===== src/common/neoB1Pkg.sv =====
`default_nettype none

// Shared types for the pixel output stage
package neoB1Pkg;

	localparam int lineWidth = 256;	// Pixel slots per line
	localparam int paWidth = 12;	// Palette RAM address bits

	// Sprite fields carried on the P bus
	typedef struct packed
	{
		logic [7:0] sprPal;	// Top byte
		logic [7:0] sprX;	// Middle byte
		logic [7:0] unused;
	} pBusSpr_t;

	// Fix fields carried on the P bus
	typedef struct packed
	{
		logic [3:0] unusedHi;
		logic [3:0] fixPal;	// Bits 19:16
		logic [15:0] unusedLo;
	} pBusFix_t;

	// Same 24-bit word, read as sprite or as fix data
	typedef union packed
	{
		pBusSpr_t sprView;
		pBusFix_t fixView;
	} pBusWord_u;

	// Line buffer slot and sprite pixel
	typedef struct packed
	{
		logic [7:0] pal;
		logic [3:0] color;	// 0 is transparent
	} sprPix_t;

	// Fix layer pixel
	typedef struct packed
	{
		logic [3:0] pal;
		logic [3:0] color;	// Non-zero means opaque
	} fixPix_t;

	// Palette RAM address word
	typedef struct packed
	{
		logic [7:0] pal;
		logic [3:0] color;
	} paWord_t;

endpackage

`default_nettype wire


===== src/hdl/fixPixelUnit.sv =====
`timescale 1ns/10ps
`default_nettype none

// Fix layer pixel path
// Each tile byte holds two 4-bit pixels, low nibble first
module fixPixelUnit
(
	input wire logic TODO_FIXCLK,
	input wire logic rstN,
	input wire neoB1Pkg::pBusWord_u pBus,
	input wire logic fixPalLd,
	input wire logic fixLd,
	input wire logic [7:0] fixd,
	input wire logic lineStart,
	output neoB1Pkg::fixPix_t fixPix
);

	import neoB1Pkg::*;

	logic [3:0] fixPal;	// Fix palette latch
	logic [7:0] fixByte;	// Tile byte latch, two pixels
	logic phase;	// 0 even pixel, 1 odd pixel
	logic [3:0] fixColor;

	// Latches
	always_ff @(posedge TODO_FIXCLK or negedge rstN)
	begin
		if (!rstN)
		begin
			fixPal <= '0;
			fixByte <= '0;
		end
		else
		begin
			if (fixPalLd)
				fixPal <= pBus.fixView.fixPal;
			if (fixLd)
				fixByte <= fixd;
		end
	end

	// Even/odd nibble select
	assign fixColor = phase ? fixByte[7:4] : fixByte[3:0];

	always_ff @(posedge TODO_FIXCLK or negedge rstN)
	begin
		if (!rstN)
		begin
			phase <= 1'b0;
			fixPix <= '0;
		end
		else
		begin
			// Line start lines up pixel 0 with the even phase
			if (lineStart)
				phase <= 1'b0;
			else
				phase <= ~phase;

			// One cycle behind its phase, same as the line buffer read
			fixPix <= '{pal: fixPal, color: fixColor};
		end
	end

endmodule

`default_nettype wire


===== config.mk =====
export PLATFORM = sky130hd
export DESIGN_NAME = fixPixelUnit
export DESIGN_NICKNAME = d
export VERILOG_FILES = /design/src/common/neoB1Pkg.sv /design/src/hdl/fixPixelUnit.sv
export SDC_FILE = /design/constraint.sdc
export NUM_CORES = 1
export LEC_CHECK = 0
export ABC_AREA = 1
export CAP_MARGIN = 25
export CELL_PAD_IN_SITES_DETAIL_PLACEMENT = 1
export CELL_PAD_IN_SITES_GLOBAL_PLACEMENT = 1
export CORE_MARGIN = 5
export CORE_UTILIZATION = 43
export CTS_CLUSTER_SIZE = 40
export DETAILED_ROUTE_END_ITERATION = 10
export DONT_BUFFER_PORTS = 1
export GPL_ROUTABILITY_DRIVEN = 0
export PLACE_DENSITY = 0.76
export SYNTH_ARGS = -nofsm -noshare
export SYNTH_HDL_FRONTEND = slang
export SYNTH_SLANG_ARGS = --single-unit
export TNS_END_PERCENT = 30

===== constraint.sdc =====
create_clock -name TODO_FIXCLK -period 1.5 [get_ports TODO_FIXCLK]
set_input_delay 0.075 -clock TODO_FIXCLK [delete_from_list [all_inputs] [get_ports TODO_FIXCLK]]
set_output_delay 0.075 -clock TODO_FIXCLK [all_outputs]
set_load 0.01 [all_outputs]

==> metrics.md <==
| Metric | Value |
|---|---|
| Status | `complete, no violations` |
| Post-route antenna net violation count | `0` |
| Skew-Pair Late Insertion Delay | `290 ps` |
| TritonCTS Sinks | `21` |
| Die X | `51.26 um` |
| Final Cycle Share | `87.75%` |
| Clock root cell | `clkbuf_4` |
| Critical Path Fanout Max | `9` |
| Critical setup path kind | `primary input to flip-flop` |
| Final Setup Violations | `0` |
| Part of the power in combinational logic | `9.8%` |
| Mapped Avg Cell Area | `9.891 um2` |
| Synthesized Nets | `111` |
| Core area | `0.001670 mm2` |
| Antenna violations before repair | `0` |
| Via count | `523` |
| Overall Power | `0.001013 W` |
| Power per Cell Area | `1090 mW/mm2` |
| Combinational family with the most area after synthesis | `simple AND/OR/NAND/NOR gates` |
| Resized cells post-CTS | `0` |
| Std cell rows | `15` |
| Worst EP arrival | `1550 ps` |
| # DRC | `0` |
| Required @ worst endpoint | `1730 ps` |
| Clk_skew | `13.11 ps` |
| Area Growth Syn to Fin | `27.01%` |
| Tmin final | `1316 ps` |
| Library cells used by synthesis | `6` |
| Fraction of layout cells with a size suffix above 1 | `5.376%` |
| Pins Over Slew Limit | `0` |
| Synth Area in Simple Gates | `25.13%` |
| Chip height | `51.26 um` |
| FMAX | `759.7 MHz` |
| Seq pwr share | `64.9%` |
| Starting Density | `43.82%` |
| Slew HR | `40.95%` |
| Cell internal pwr | `0.0007642 W` |
| Clock buffer depth | `2` |
| 1st-iter DRT viols | `4` |
| Routed length per instance | `13.85 um` |
| Net Sw Frac | `24.57%` |
| Vias in the first global route | `567` |
| Largest net degree at the start of global routing | `22` |
| Worst Max-Slew Pin Slew | `882.8 ps` |
| CTS buffer count | `3` |
| Mapped Cells | `74` |
| Clock power share | `25.3%` |
| Sequential fraction of the synthesis area | `71.79%` |
| Hold Crit Class | `primary input to asynchronous set/reset pin` |
| Yosys reg bits | `21` |
| Grt ovf | `0` |
| Synth Area in Compound Gates | `0%` |
| XOR/XNOR Fraction of Synth Area | `0%` |
| First drt pass iteration count | `4` |
| Critical Path End Type | `flip-flop` |
| H-tree levels | `1` |
| RSZ-0062 raised after global routing | `false` |
| Mux cell area share after synthesis | `0%` |
| Peak supply drop | `0.4801 mV` |
| Gr usage total | `13.81%` |
| CTS tree | `built` |
| Buffers added on ports | `0` |
| Number of inserted diodes | `0` |
| Adder-cell share of the synthesized area | `0%` |
| Max-Cap Viols | `0` |
| P_leak | `0.4922 nW` |
| Setup TNS Final | `0 ps` |
| Endpoints failing hold | `0` |
| Nets | `131` |
| Post-Route WL | `1.523 mm` |
| CTS Hold Bufs | `16` |
| Fin Hold WS | `331.3 ps` |
| Synthesized area | `732.0 um2` |
| Most common cell after layout, fill and taps aside | `nand2_1` |
| First-pass GRT wire length | `2.594 mm` |
| I/O pins | `45` |
| Startpoint Class | `primary input` |
| Die area | `0.002627 mm2` |
| Reg clk slew, reported paths | `120 ps` |
| Post-CTS Setup Inserts | `0` |
| Yosys warning count | `0` |
| Fill count | `185` |
| Vias per cell | `4.755` |
| Sw Pwr | `0.0002489 W` |
| Commonest cells after routing, fill and taps aside | `nand2_1 (48), dfrtp_1 (21), dlygate4sd3_1 (16)` |
[power groups by stage]
stage	clock, W	combinational, W	sequential (W)
global placement	0	0.0000473	0.000666
finish	0.000256	0.0000990	0.000658
floorplan	0	0.0000462	0.000660
CTS	0.000272	0.0000992	0.000657
global route	0.000292	0.000116	0.000663
detailed placement	0	0.0000505	0.000669
[sequential cells by signal, indices dropped and copies added (netlist names)]
signal   count
fixPix       8
phase        1
fixByte      8
fixPal       4
[metrics by stage]
| step | std cells | setup WS, ps | utilization (%) | instance area (um2) |
|---|---|---|---|---|
| after global placement | 90 | 739.7 | 44.42 | 742.0 |
| after CTS | 110 | 243.4 | 55.66 | 929.6 |
| after global routing | 110 | 129.7 | 55.66 | 929.6 |
| after floorplan | 74 | 825.2 | - | 732.0 |
| final | 110 | 183.8 | 55.66 | 929.6 |
| after detailed placement | 90 | 722.4 | 44.42 | 742.0 |
[synth_stat cells (all sizes together)]
master | number | area, um2
buf | 1 | 11.26
dfrtp | 21 | 525.5
inv | 3 | 11.26
nand2 | 48 | 180.2
nor2 | 1 | 3.750
[cell families (layout without fill, tap and decap cells)]
logic type / count (synthesis) / after routing
buffers and inverters: 4 / 23
and+or+nand+nor: 49 / 49
DFF: 21 / 21
[final timing paths]
check                      cells after the start  startpoint  slack (ps)    endpoint
setup / recovery                               4       fixLd         180  fixByte[1]
hold / removal                                 1        rstN         330   fixPix[3]
max in group asynchronous                      1        rstN         620  fixByte[3]
setup reg to reg                               3       phase         720   fixPix[0]
min in group TODO_FIXCLK                       2   lineStart         380       phase
hold reg to reg                                0   fixPal[1]         390   fixPix[5]
[critical path, cell delays in order]
cell,delay (ps)
dlygate4sd3_1,730
nand2_1,100
dlygate4sd3_1,570
nand2_1,70
[cell type report]
class | count | area (um2) | share of cell area [%]
Sequential cell | 21 | 525.5 | 56.53
Multi-Input combinational cell | 49 | 183.9 | 19.78
Timing Repair Buffer | 16 | 160.2 | 17.23
Clock buffer | 3 | 22.52 | 2.423
Tap cell | 17 | 21.27 | 2.288
Inverter | 3 | 11.26 | 1.211
Clock inverter | 1 | 5.005 | 0.5384
[per-layer routing]
| metal | GRT usage (%) | part of all wire, % |
|---|---|---|
| met4 | 6.550 | 0 |
| met5 | 0 | 0 |
| met3 | 2.041 | 5.1 |
| met1 | 16.64 | 42 |
| met2 | 24.03 | 52 |
No activity file was read; power rests on OpenSTA's default activity.
