### config.mk
export PLATFORM = sky130hd
export DESIGN_NAME = paletteAddrMux
export DESIGN_NICKNAME = d
export VERILOG_FILES = /design/src/common/neoB1Pkg.sv /design/src/hdl/paletteAddrMux.sv
export SDC_FILE = /design/constraint.sdc
export NUM_CORES = 1
export LEC_CHECK = 0
export BUFFER_PORTS_ARGS = -buffer_cell sky130_fd_sc_hd__buf_2
export CORE_MARGIN = 4
export CORE_UTILIZATION = 36
export CTS_CLUSTER_SIZE = 16
export DETAILED_ROUTE_END_ITERATION = 8
export PLACE_DENSITY = 0.69
export SLEW_MARGIN = 20
export SYNTH_ARGS = -nofsm -noshare
export SYNTH_HDL_FRONTEND = slang
export SYNTH_SLANG_ARGS = --single-unit
### constraint.sdc
create_clock -name TODO_FIXCLK -period 0.8 [get_ports TODO_FIXCLK]
set_clock_uncertainty 0.15 [all_clocks]
set_input_delay 0.04 -clock TODO_FIXCLK [delete_from_list [all_inputs] [get_ports TODO_FIXCLK]]
set_output_delay 0.04 -clock TODO_FIXCLK [all_outputs]
set_load 0.005 [all_outputs]
### src/common/neoB1Pkg.sv
`default_nettype none

// Shared types for the pixel output stage
package neoB1Pkg;

	localparam int lineWidth = 256;	// Pixel slots per line
	localparam int paWidth = 12;	// Palette RAM address bits

	// Sprite fields carried on the P bus
	typedef struct packed
	{
		logic [7:0] sprPal;	// Top byte
		logic [7:0] sprX;	// Middle byte
		logic [7:0] unused;
	} pBusSpr_t;

	// Fix fields carried on the P bus
	typedef struct packed
	{
		logic [3:0] unusedHi;
		logic [3:0] fixPal;	// Bits 19:16
		logic [15:0] unusedLo;
	} pBusFix_t;

	// Same 24-bit word, read as sprite or as fix data
	typedef union packed
	{
		pBusSpr_t sprView;
		pBusFix_t fixView;
	} pBusWord_u;

	// Line buffer slot and sprite pixel
	typedef struct packed
	{
		logic [7:0] pal;
		logic [3:0] color;	// 0 is transparent
	} sprPix_t;

	// Fix layer pixel
	typedef struct packed
	{
		logic [3:0] pal;
		logic [3:0] color;	// Non-zero means opaque
	} fixPix_t;

	// Palette RAM address word
	typedef struct packed
	{
		logic [7:0] pal;
		logic [3:0] color;
	} paWord_t;

endpackage

`default_nettype wire

### src/hdl/paletteAddrMux.sv
`timescale 1ns/10ps
`default_nettype none

// Picks the palette RAM address for each pixel
// Blanking first, then an opaque fix pixel, then sprites
module paletteAddrMux
(
	input wire logic TODO_FIXCLK,
	input wire logic rstN,
	input wire neoB1Pkg::sprPix_t sprPix,
	input wire neoB1Pkg::fixPix_t fixPix,
	input wire logic chbl,
	output neoB1Pkg::paWord_t pa
);

	import neoB1Pkg::*;

	logic fixOpaque;
	logic [paWidth-1:0] nextPa;

	assign fixOpaque = |fixPix.color;

	always_comb
	begin
		if (chbl)
			nextPa = '0;	// Blanking
		else if (fixOpaque)
			nextPa = {4'b0000, fixPix.pal, fixPix.color};	// Fix palettes sit in 0..15
		else
			nextPa = sprPix;	// Sprite or empty slot
	end

	// Palette address register
	always_ff @(posedge TODO_FIXCLK or negedge rstN)
	begin
		if (!rstN)
			pa <= '0;
		else
			pa <= nextPa;
	end

endmodule

`default_nettype wire

==> flow_metrics.tcl, run 1 <==
set metrics [dict create \
    cpMaxStageDelayCell "dfrtp_1" \
    dieArea_um2 2227 \
    first_global_vias 448 \
    synth_largest_area_cell "dfrtp_1" \
    clock-sinks 12 \
    vias_per_cell 4.631 \
    grt_max_degree 19 \
    ir_worst_vdd_uv 705.3 \
    vias 477 \
    rsz0062_at_grt "yes" \
    layout-drive-gt1-share_pct 60.23 \
    core.rowCount 13 \
    path_depth 1 \
    ys_seq_area_share_pct 54.30 \
    port_buffers 34 \
    leakage_nw 0.4665 \
    fin_hold_ws_ns -0.1355 \
    largest_reg_flops 12 \
    fin_tns_setup_ns -2.178 \
    drc_errors 0 \
    firstDrtPassIters 3 \
    finalHoldViolCount 11 \
    place.gp.congestion 0.6837 \
    power_density_nw_per_um2 1503 \
    die_w_um 47.20 \
    coreArea_um2 1366 \
    placed_cell_area_um2 764.5 \
    yosys_warnings 0 \
    violations "negative hold slack, negative setup slack" \
    synth_cell_types 10 \
    slew_violations 0 \
    synth-compound-area-share_pct 4.525 \
    synthTopCellsByCount "12 x dfrtp_1, 12 x nand2b_1" \
    postRouteAntennaNets 0 \
    syn_avg_cell_area_um2 12.29 \
    power_mw 1.339 \
    syn_inst 45 \
    nFillCells 116 \
    antennaDiodeCount 0 \
    start_util_pct 40.48 \
    layout-area-overhead-vs-synth_pct 61.09 \
    wl_per_cell_um 12.28 \
    setup_violations 20 \
    antenna_found_initial 0 \
    crit_arrival_ns 0.75 \
    synth_xor_area_share_pct 0 \
    nets 112 \
    critPathKind "reg2out" \
    synth_top_area_share_pct 54.30 \
    dp.cells 96 \
    synth_area_leaders "dfrtp_1 54%, nand2b_1 14%, nor3b_2 9.0%" \
    grt_overflow 0 \
    final_util_pct 65.20 \
    numCtsBuffers 3 \
    htreeDepth 1 \
    min_path_type "in2reg" \
    cp_slowest_stage_delay_ns 0.36 \
    critical_path.startpoint "pa[11]" \
    cts_tree "done" \
    boundaryPins 35 \
    multiInputGateArea_um2 247.7 \
    drt-total-wl_mm 1.265 \
    reg_top3 "pa x12" \
    synth_top_family_by_area "simple AND/OR/NAND/NOR gates" \
    final_cells 103 \
    crit_fanout 1 \
    synth-edff-count 0 \
    post-route-min-period_ns 0.9444 \
    synth_simple_gate_area_share_pct 27.83 \
    synth_ff_type "dfrtp_1" \
    cts_root_buffer "clkbuf_4" \
    synth_nets 68 \
    cp_num_buf_inv 1 \
    tightestPinTransition_ns 0.2672 \
    endpoint_kind "output pin" \
    final_cell_area_um2 890.9 \
    synthMuxAreaShare_pct 7.240 \
    path_cells "buf_2" \
    final.period_utilization_pct 118.0 \
    clk_path_buf_depth 2 \
    regArea_um2 300.3 \
    cts.clk_slew.worst_paths_ns 0.08 \
    critPathTopFamily "flip-flops" \
    async_flop_share_pct 100.0 \
    dieHeight_um 47.20 \
    grt_first_pass_wirelength_mm 1.835 \
    synth_area_um2 553.0 \
    drv_cap 0 \
    cts_hold_buf 3 \
    pre_cts_ws_ns -0.4050 \
    whs_path_depth 2 \
    drtIter0Drc 5 \
    ys_seq_elements 12 \
    synthAdderAreaFrac_pct 0 \
    slew_headroom_pct 82.18 \
    track_usage_pct 11.93 \
    status "complete, but fails checks" \
    fin_ws_ns -0.1444 \
    hp-start "sprPix[10]" \
    post-dp-hpwl_um 884.3 \
    top_register "pa" \
    fmax_mhz 1059 \
    crit_required_ns 0.61 \
    worstSetupStartpointType "flip-flop" \
]
## timing repair
action | CTS | global route
pin swaps | 3 | 3
resized for setup | 9 | 5
endpoints found under the hold margin | 24 | 11
setup endpoints to repair | 20 | 24
buffers inserted | 1 | 1
## logic make-up (layout without fill, tap and decap cells)
kind of cell    Yosys count  count (layout)
compound gates            4               4
buf+inv                   7              50
flops                    12              12
mux                       4               4
simple gates             18              18
## area by class of cell
| class | instances | area share (%) |
|---|---|---|
| Sequential cell | 12 | 33.71 |
| Inverter | 4 | 1.685 |
| Tap cell | 15 | 2.107 |
| Multi-Input combinational cell | 26 | 27.81 |
| Clock buffer | 4 | 4.073 |
| Timing Repair Buffer | 42 | 30.62 |
## metal layers
metal  global-route usage, %  part of all wire (%)  routed length, um  up-vias
met1                   13.46                    39                490      215
met5                       0                     0                  0        -
met4                   8.287                   1.1                 14        0
met3                  0.7663                   9.3                118        2
li1                        -                     -                  -      238
met2                   21.14                    51                642       22
## cell usage in the layout (no fill, tap or decap)
master / Yosys / final
clkbuf_4: 0 / 3
buf_8: 0 / 2
buf_6: 1 / 2
dlygate4sd3_1: 0 / 2
mux2i_1: 4 / 4
or4_4: 0 / 1
buf_4: 0 / 5
clkbuf_8: 0 / 1
o22ai_2: 0 / 4
dfrtp_1: 12 / 12
dlymetal6s4s_1: 0 / 1
nor3b_2: 4 / 4
nor4_4: 1 / 1
buf_2: 0 / 30
inv_1: 4 / 4
nand2b_1: 12 / 12
## where the power goes
part	leakage, nW	internal, mW	total (mW)	switching, mW
clock network	0.0210	0.276	0.469	0.192
logic	0.287	0.138	0.234	0.0957
registers	0.159	0.631	0.636	0.00475
## worst paths after layout
path	to	slack (ns)
max	pa[11]	-0.14
min in group asynchronous	pa[0]	0.02
min	pa[10]	-0.14
max in group asynchronous	pa[6]	0.27
Note: power is estimated with default switching activity, not from simulation.
==> run 2, diff against run 1 <==
CORE_UTILIZATION = 40   (was 36)
PLACE_DENSITY = 0.73   (was 0.69)
clock period = 1.06 ns   (was 0.8 ns; I/O delays follow)
==> run 2 against run 1 <==
Net effect: the flow finishes with violations (negative hold slack); flip-flop and latch count stayed put; sequential share of layout area is 3.3 points lower; setup slack better by 0.24 ns; cell count is 14% higher.
==> flow_metrics.tcl, run 2 (same netlist as run 1, synthesis figures left out) <==
set metrics [dict create \
    ctsResizeCount 0 \
    layout-area-overhead-vs-synth_pct 78.28 \
    tightestPinTransition_ns 0.3024 \
    drc_errors 0 \
    postRouteAntennaNets 0 \
    drt-total-wl_mm 1.300 \
    reg_top3 "pa x12" \
    crit_fanout 1 \
    first_global_vias 464 \
    power_density_nw_per_um2 1048 \
    min_path_type "in2reg" \
    critPathKind "reg2out" \
    post-cts-setup-buffer-count 0 \
    final_util_pct 75.77 \
    grt_overflow 0 \
    endpoint_kind "output pin" \
    final_cell_mix "34 x buf_2, 18 x dlygate4sd3_1, 12 x nand2b_1, 12 x dfrtp_1" \
    rsz0062_at_grt "no" \
    grt_first_pass_wirelength_mm 1.945 \
    vias_per_cell 4.350 \
    track_usage_pct 13.37 \
    top_register "pa" \
    final.period_utilization_pct 90.73 \
    die_w_um 45.19 \
    crit_required_ns 0.86 \
    drtIter0Drc 13 \
    worstSetupStartpointType "flip-flop" \
    violations "negative hold slack" \
    final_common_cell "buf_2" \
    cpMaxStageDelayCell "dfrtp_1" \
    fmax_mhz 1040 \
    clock-sinks 12 \
    wl_per_cell_um 11.11 \
    htreeDepth 1 \
    antenna_found_initial 0 \
    dieHeight_um 45.19 \
    clk_path_buf_depth 2 \
    slew_violations 0 \
    start_util_pct 42.50 \
    grt_max_degree 21 \
    cp_num_buf_inv 1 \
    ir_worst_vdd_uv 537.9 \
    core.rowCount 13 \
    cp_slowest_stage_delay_ns 0.37 \
    cts_hold_buf 18 \
    place.gp.congestion 0.6315 \
    port_buffers 34 \
    boundaryPins 35 \
    multiInputGateArea_um2 222.7 \
    cts_tree "done" \
    setup_violations 0 \
    drv_cap 0 \
    finalHoldViolCount 3 \
    nets 126 \
    largest_reg_flops 12 \
    crit_arrival_ns 0.76 \
    path_cells "buf_2" \
    leakage_nw 0.5030 \
    dieArea_um2 2042 \
    cts.clk_slew.worst_paths_ns 0.07 \
    fin_hold_ws_ns -0.005288 \
    critPathTopFamily "flip-flops" \
    layout-drive-gt1-share_pct 47.06 \
    status "complete, but fails checks" \
    cts_root_buffer "clkbuf_4" \
    nFillCells 99 \
    vias 509 \
    fin_tns_setup_ns 0 \
    post-route-min-period_ns 0.9618 \
    firstDrtPassIters 3 \
    numCtsBuffers 3 \
    slew_headroom_pct 79.84 \
    regArea_um2 300.3 \
    antennaDiodeCount 0 \
    coreArea_um2 1301 \
]
-- run 2: path summary, 6_finish.rpt --
| check | startpoint | to | slack [ns] | cells past startpoint |
|---|---|---|---|---|
| max in group asynchronous | rstN | pa[7] | 0.53 | 2 |
| worst min-delay path | fixPix[0] | pa[8] | -0.005 | 3 |
| min in group asynchronous | rstN | pa[11] | 0.03 | 2 |
| worst max-delay path | pa[9] | pa[9] | 0.1 | 1 |
-- run 2: final cells by class --
type | count | share of cell area (%)
tap | 15 | 1.904
sequential | 12 | 30.46
inverter | 4 | 1.523
clock buffer | 4 | 3.680
multi-input combinational | 26 | 22.59
timing repair buffer | 56 | 39.85
-- run 2: metal layers --
metal	global-route usage [%]	part of all wire, %
met4	8.772	1.2
met3	1.594	6.2
met2	20.34	50
met1	17.71	42
met5	0	0
-- run 2: metrics by stage --
step / area, um2 / power [mW] / hold WS (ns) / setup WS (ns) / instances
after floorplan: 556.8 / 0.5461 / -0.3926 / -0.01220 / 45
after global placement: 769.5 / 0.6343 / -0.2193 / -0.1147 / 95
after detailed placement: 769.5 / 0.6391 / -0.2129 / -0.1848 / 95
after CTS: 985.9 / 1.044 / -0.01525 / 0.07885 / 117
after global routing: 985.9 / 1.086 / 0.001051 / 0.06412 / 117
final: 985.9 / 1.033 / -0.005288 / 0.09821 / 117
-- run 2: where the power goes --
group	total, mW	internal (mW)	switching (mW)	leakage, nW
Clock	0.354	0.209	0.145	0.0210
Combinational	0.199	0.125	0.0737	0.323
Sequential	0.480	0.476	0.00380	0.159
==> run 3, diff against run 2 <==
CTS_BUF_LIST = sky130_fd_sc_hd__clkbuf_2   (was unset)
==> run 3 against run 2 <==
Net effect: the flow still finishes with violations (negative hold slack); global-route usage unchanged; core utilization down 1.3 points; clock-buffer cell count shrank 1; critical path type is now in2reg; cell area down 1.8%; largest power group unchanged; cell count did not move; highest routed layer unchanged.
==> flow_metrics.tcl, run 3 (same netlist as run 1, synthesis figures left out) <==
set metrics [dict create \
    reg_top3 "pa x12" \
    cpMaxStageDelayCell "or4_4" \
    crit_required_ns 1.08 \
    endpoint_kind "flip-flop" \
    worstSetupStartpointType "primary input" \
    vias_per_cell 4.385 \
    ctsResizeCount 0 \
    ir_worst_vdd_uv 456.0 \
    core.rowCount 13 \
    fin_hold_ws_ns -0.003711 \
    nets 126 \
    dieHeight_um 45.19 \
    first_global_vias 463 \
    numCtsBuffers 3 \
    final.period_utilization_pct 91.04 \
    drv_cap 0 \
    crit_arrival_ns 0.99 \
    cts_tree "done" \
    wl_per_cell_um 11.13 \
    grt_first_pass_wirelength_mm 1.945 \
    antenna_found_initial 0 \
    final_cell_area_um2 968.4 \
    firstDrtPassIters 4 \
    rsz0062_at_grt "no" \
    tightestPinTransition_ns 0.3047 \
    coreArea_um2 1301 \
    postRouteAntennaNets 0 \
    clock-sinks 12 \
    power_density_nw_per_um2 930.4 \
    pre_cts_ws_ns -0.1848 \
    place.gp.congestion 0.6315 \
    placed_cell_area_um2 769.5 \
    layout-area-overhead-vs-synth_pct 75.11 \
    grt_max_degree 21 \
    violations "negative hold slack" \
    status "complete, but fails checks" \
    post-route-min-period_ns 0.9650 \
    leakage_nw 0.4960 \
    drc_errors 0 \
    port_buffers 34 \
    clk_path_buf_depth 2 \
    setup_violations 0 \
    slew_headroom_pct 79.69 \
    drtIter0Drc 4 \
    crit_fanout 8 \
    finalHoldViolCount 3 \
    final_common_cell "buf_2" \
    track_usage_pct 13.37 \
    drt-total-wl_mm 1.302 \
    slew_violations 0 \
    layout-drive-gt1-share_pct 46.08 \
    cp_slowest_stage_delay_ns 0.61 \
    htreeDepth 1 \
    antennaDiodeCount 0 \
    fin_ws_ns 0.09496 \
    post-cts-setup-buffer-count 0 \
    vias 513 \
    largest_reg_flops 12 \
    start_util_pct 42.50 \
    dieArea_um2 2042 \
    critPathKind "in2reg" \
    cts_hold_buf 18 \
    final_cell_mix "34 x buf_2, 18 x dlygate4sd3_1, 12 x nand2b_1, 12 x dfrtp_1" \
    grt_overflow 0 \
    cts_root_buffer "clkbuf_2" \
    die_w_um 45.19 \
    cts.clk_slew.worst_paths_ns 0.11 \
    boundaryPins 35 \
    top_register "pa" \
    fmax_mhz 1036 \
    path_cells "buf_2, or4_4, nor3b_2" \
    min_path_type "in2reg" \
]
[run 3: final timing paths]
path                       cells after the start       from     end
setup / recovery                               3  fixPix[2]   pa[9]
hold / removal                                 3  fixPix[0]   pa[8]
max in group asynchronous                      2       rstN   pa[7]
min in group asynchronous                      2       rstN  pa[11]
[run 3: cell type report]
cell class	count	area, um2
flip-flops and latches	12	300.3
multi-input cells	26	222.7
fillers	99	332.8
inverters	4	15.01
well taps	15	18.77
clock buffers	3	15.01
repair buffers	56	392.9
clock inverters	1	3.754
[run 3: where the power goes]
| part | internal (mW) | leakage, nW | switching (mW) |
|---|---|---|---|
| Sequential | 0.476 | 0.159 | 0.00381 |
| Combinational | 0.125 | 0.323 | 0.0738 |
| Clock | 0.0820 | 0.0140 | 0.140 |
[run 3: routing by layer]
metal / vias up / share of wire (%) / global-route usage (%)
met5: - / 0 / 0
met1: 223 / 42 / 17.71
li1: 266 / - / -
met3: 2 / 6.1 / 1.594
met4: 0 / 1.2 / 8.772
met2: 22 / 51 / 20.34
[run 3: stage by stage]
step           cells  setup TNS [ns]  hold WS [ns]  power, mW  util, %
2_1_floorplan     45        -0.04879       -0.3926     0.5461        -
3_3_place_gp      95          -1.158       -0.2193     0.6343    59.13
3_5_place_dp      95          -1.405       -0.2129     0.6391    59.13
4_1_cts          117               0      -0.02504     0.9156    74.42
5_1_grt          117               0      -0.01134     0.9577    74.42
6_report         117               0     -0.003711     0.9010    74.42
[run 3: critical path: cells and delay by family]
family | cells | cell delay, ns
and+or+nand+nor | 2 | 0.81
buffers and inverters | 1 | 0.12
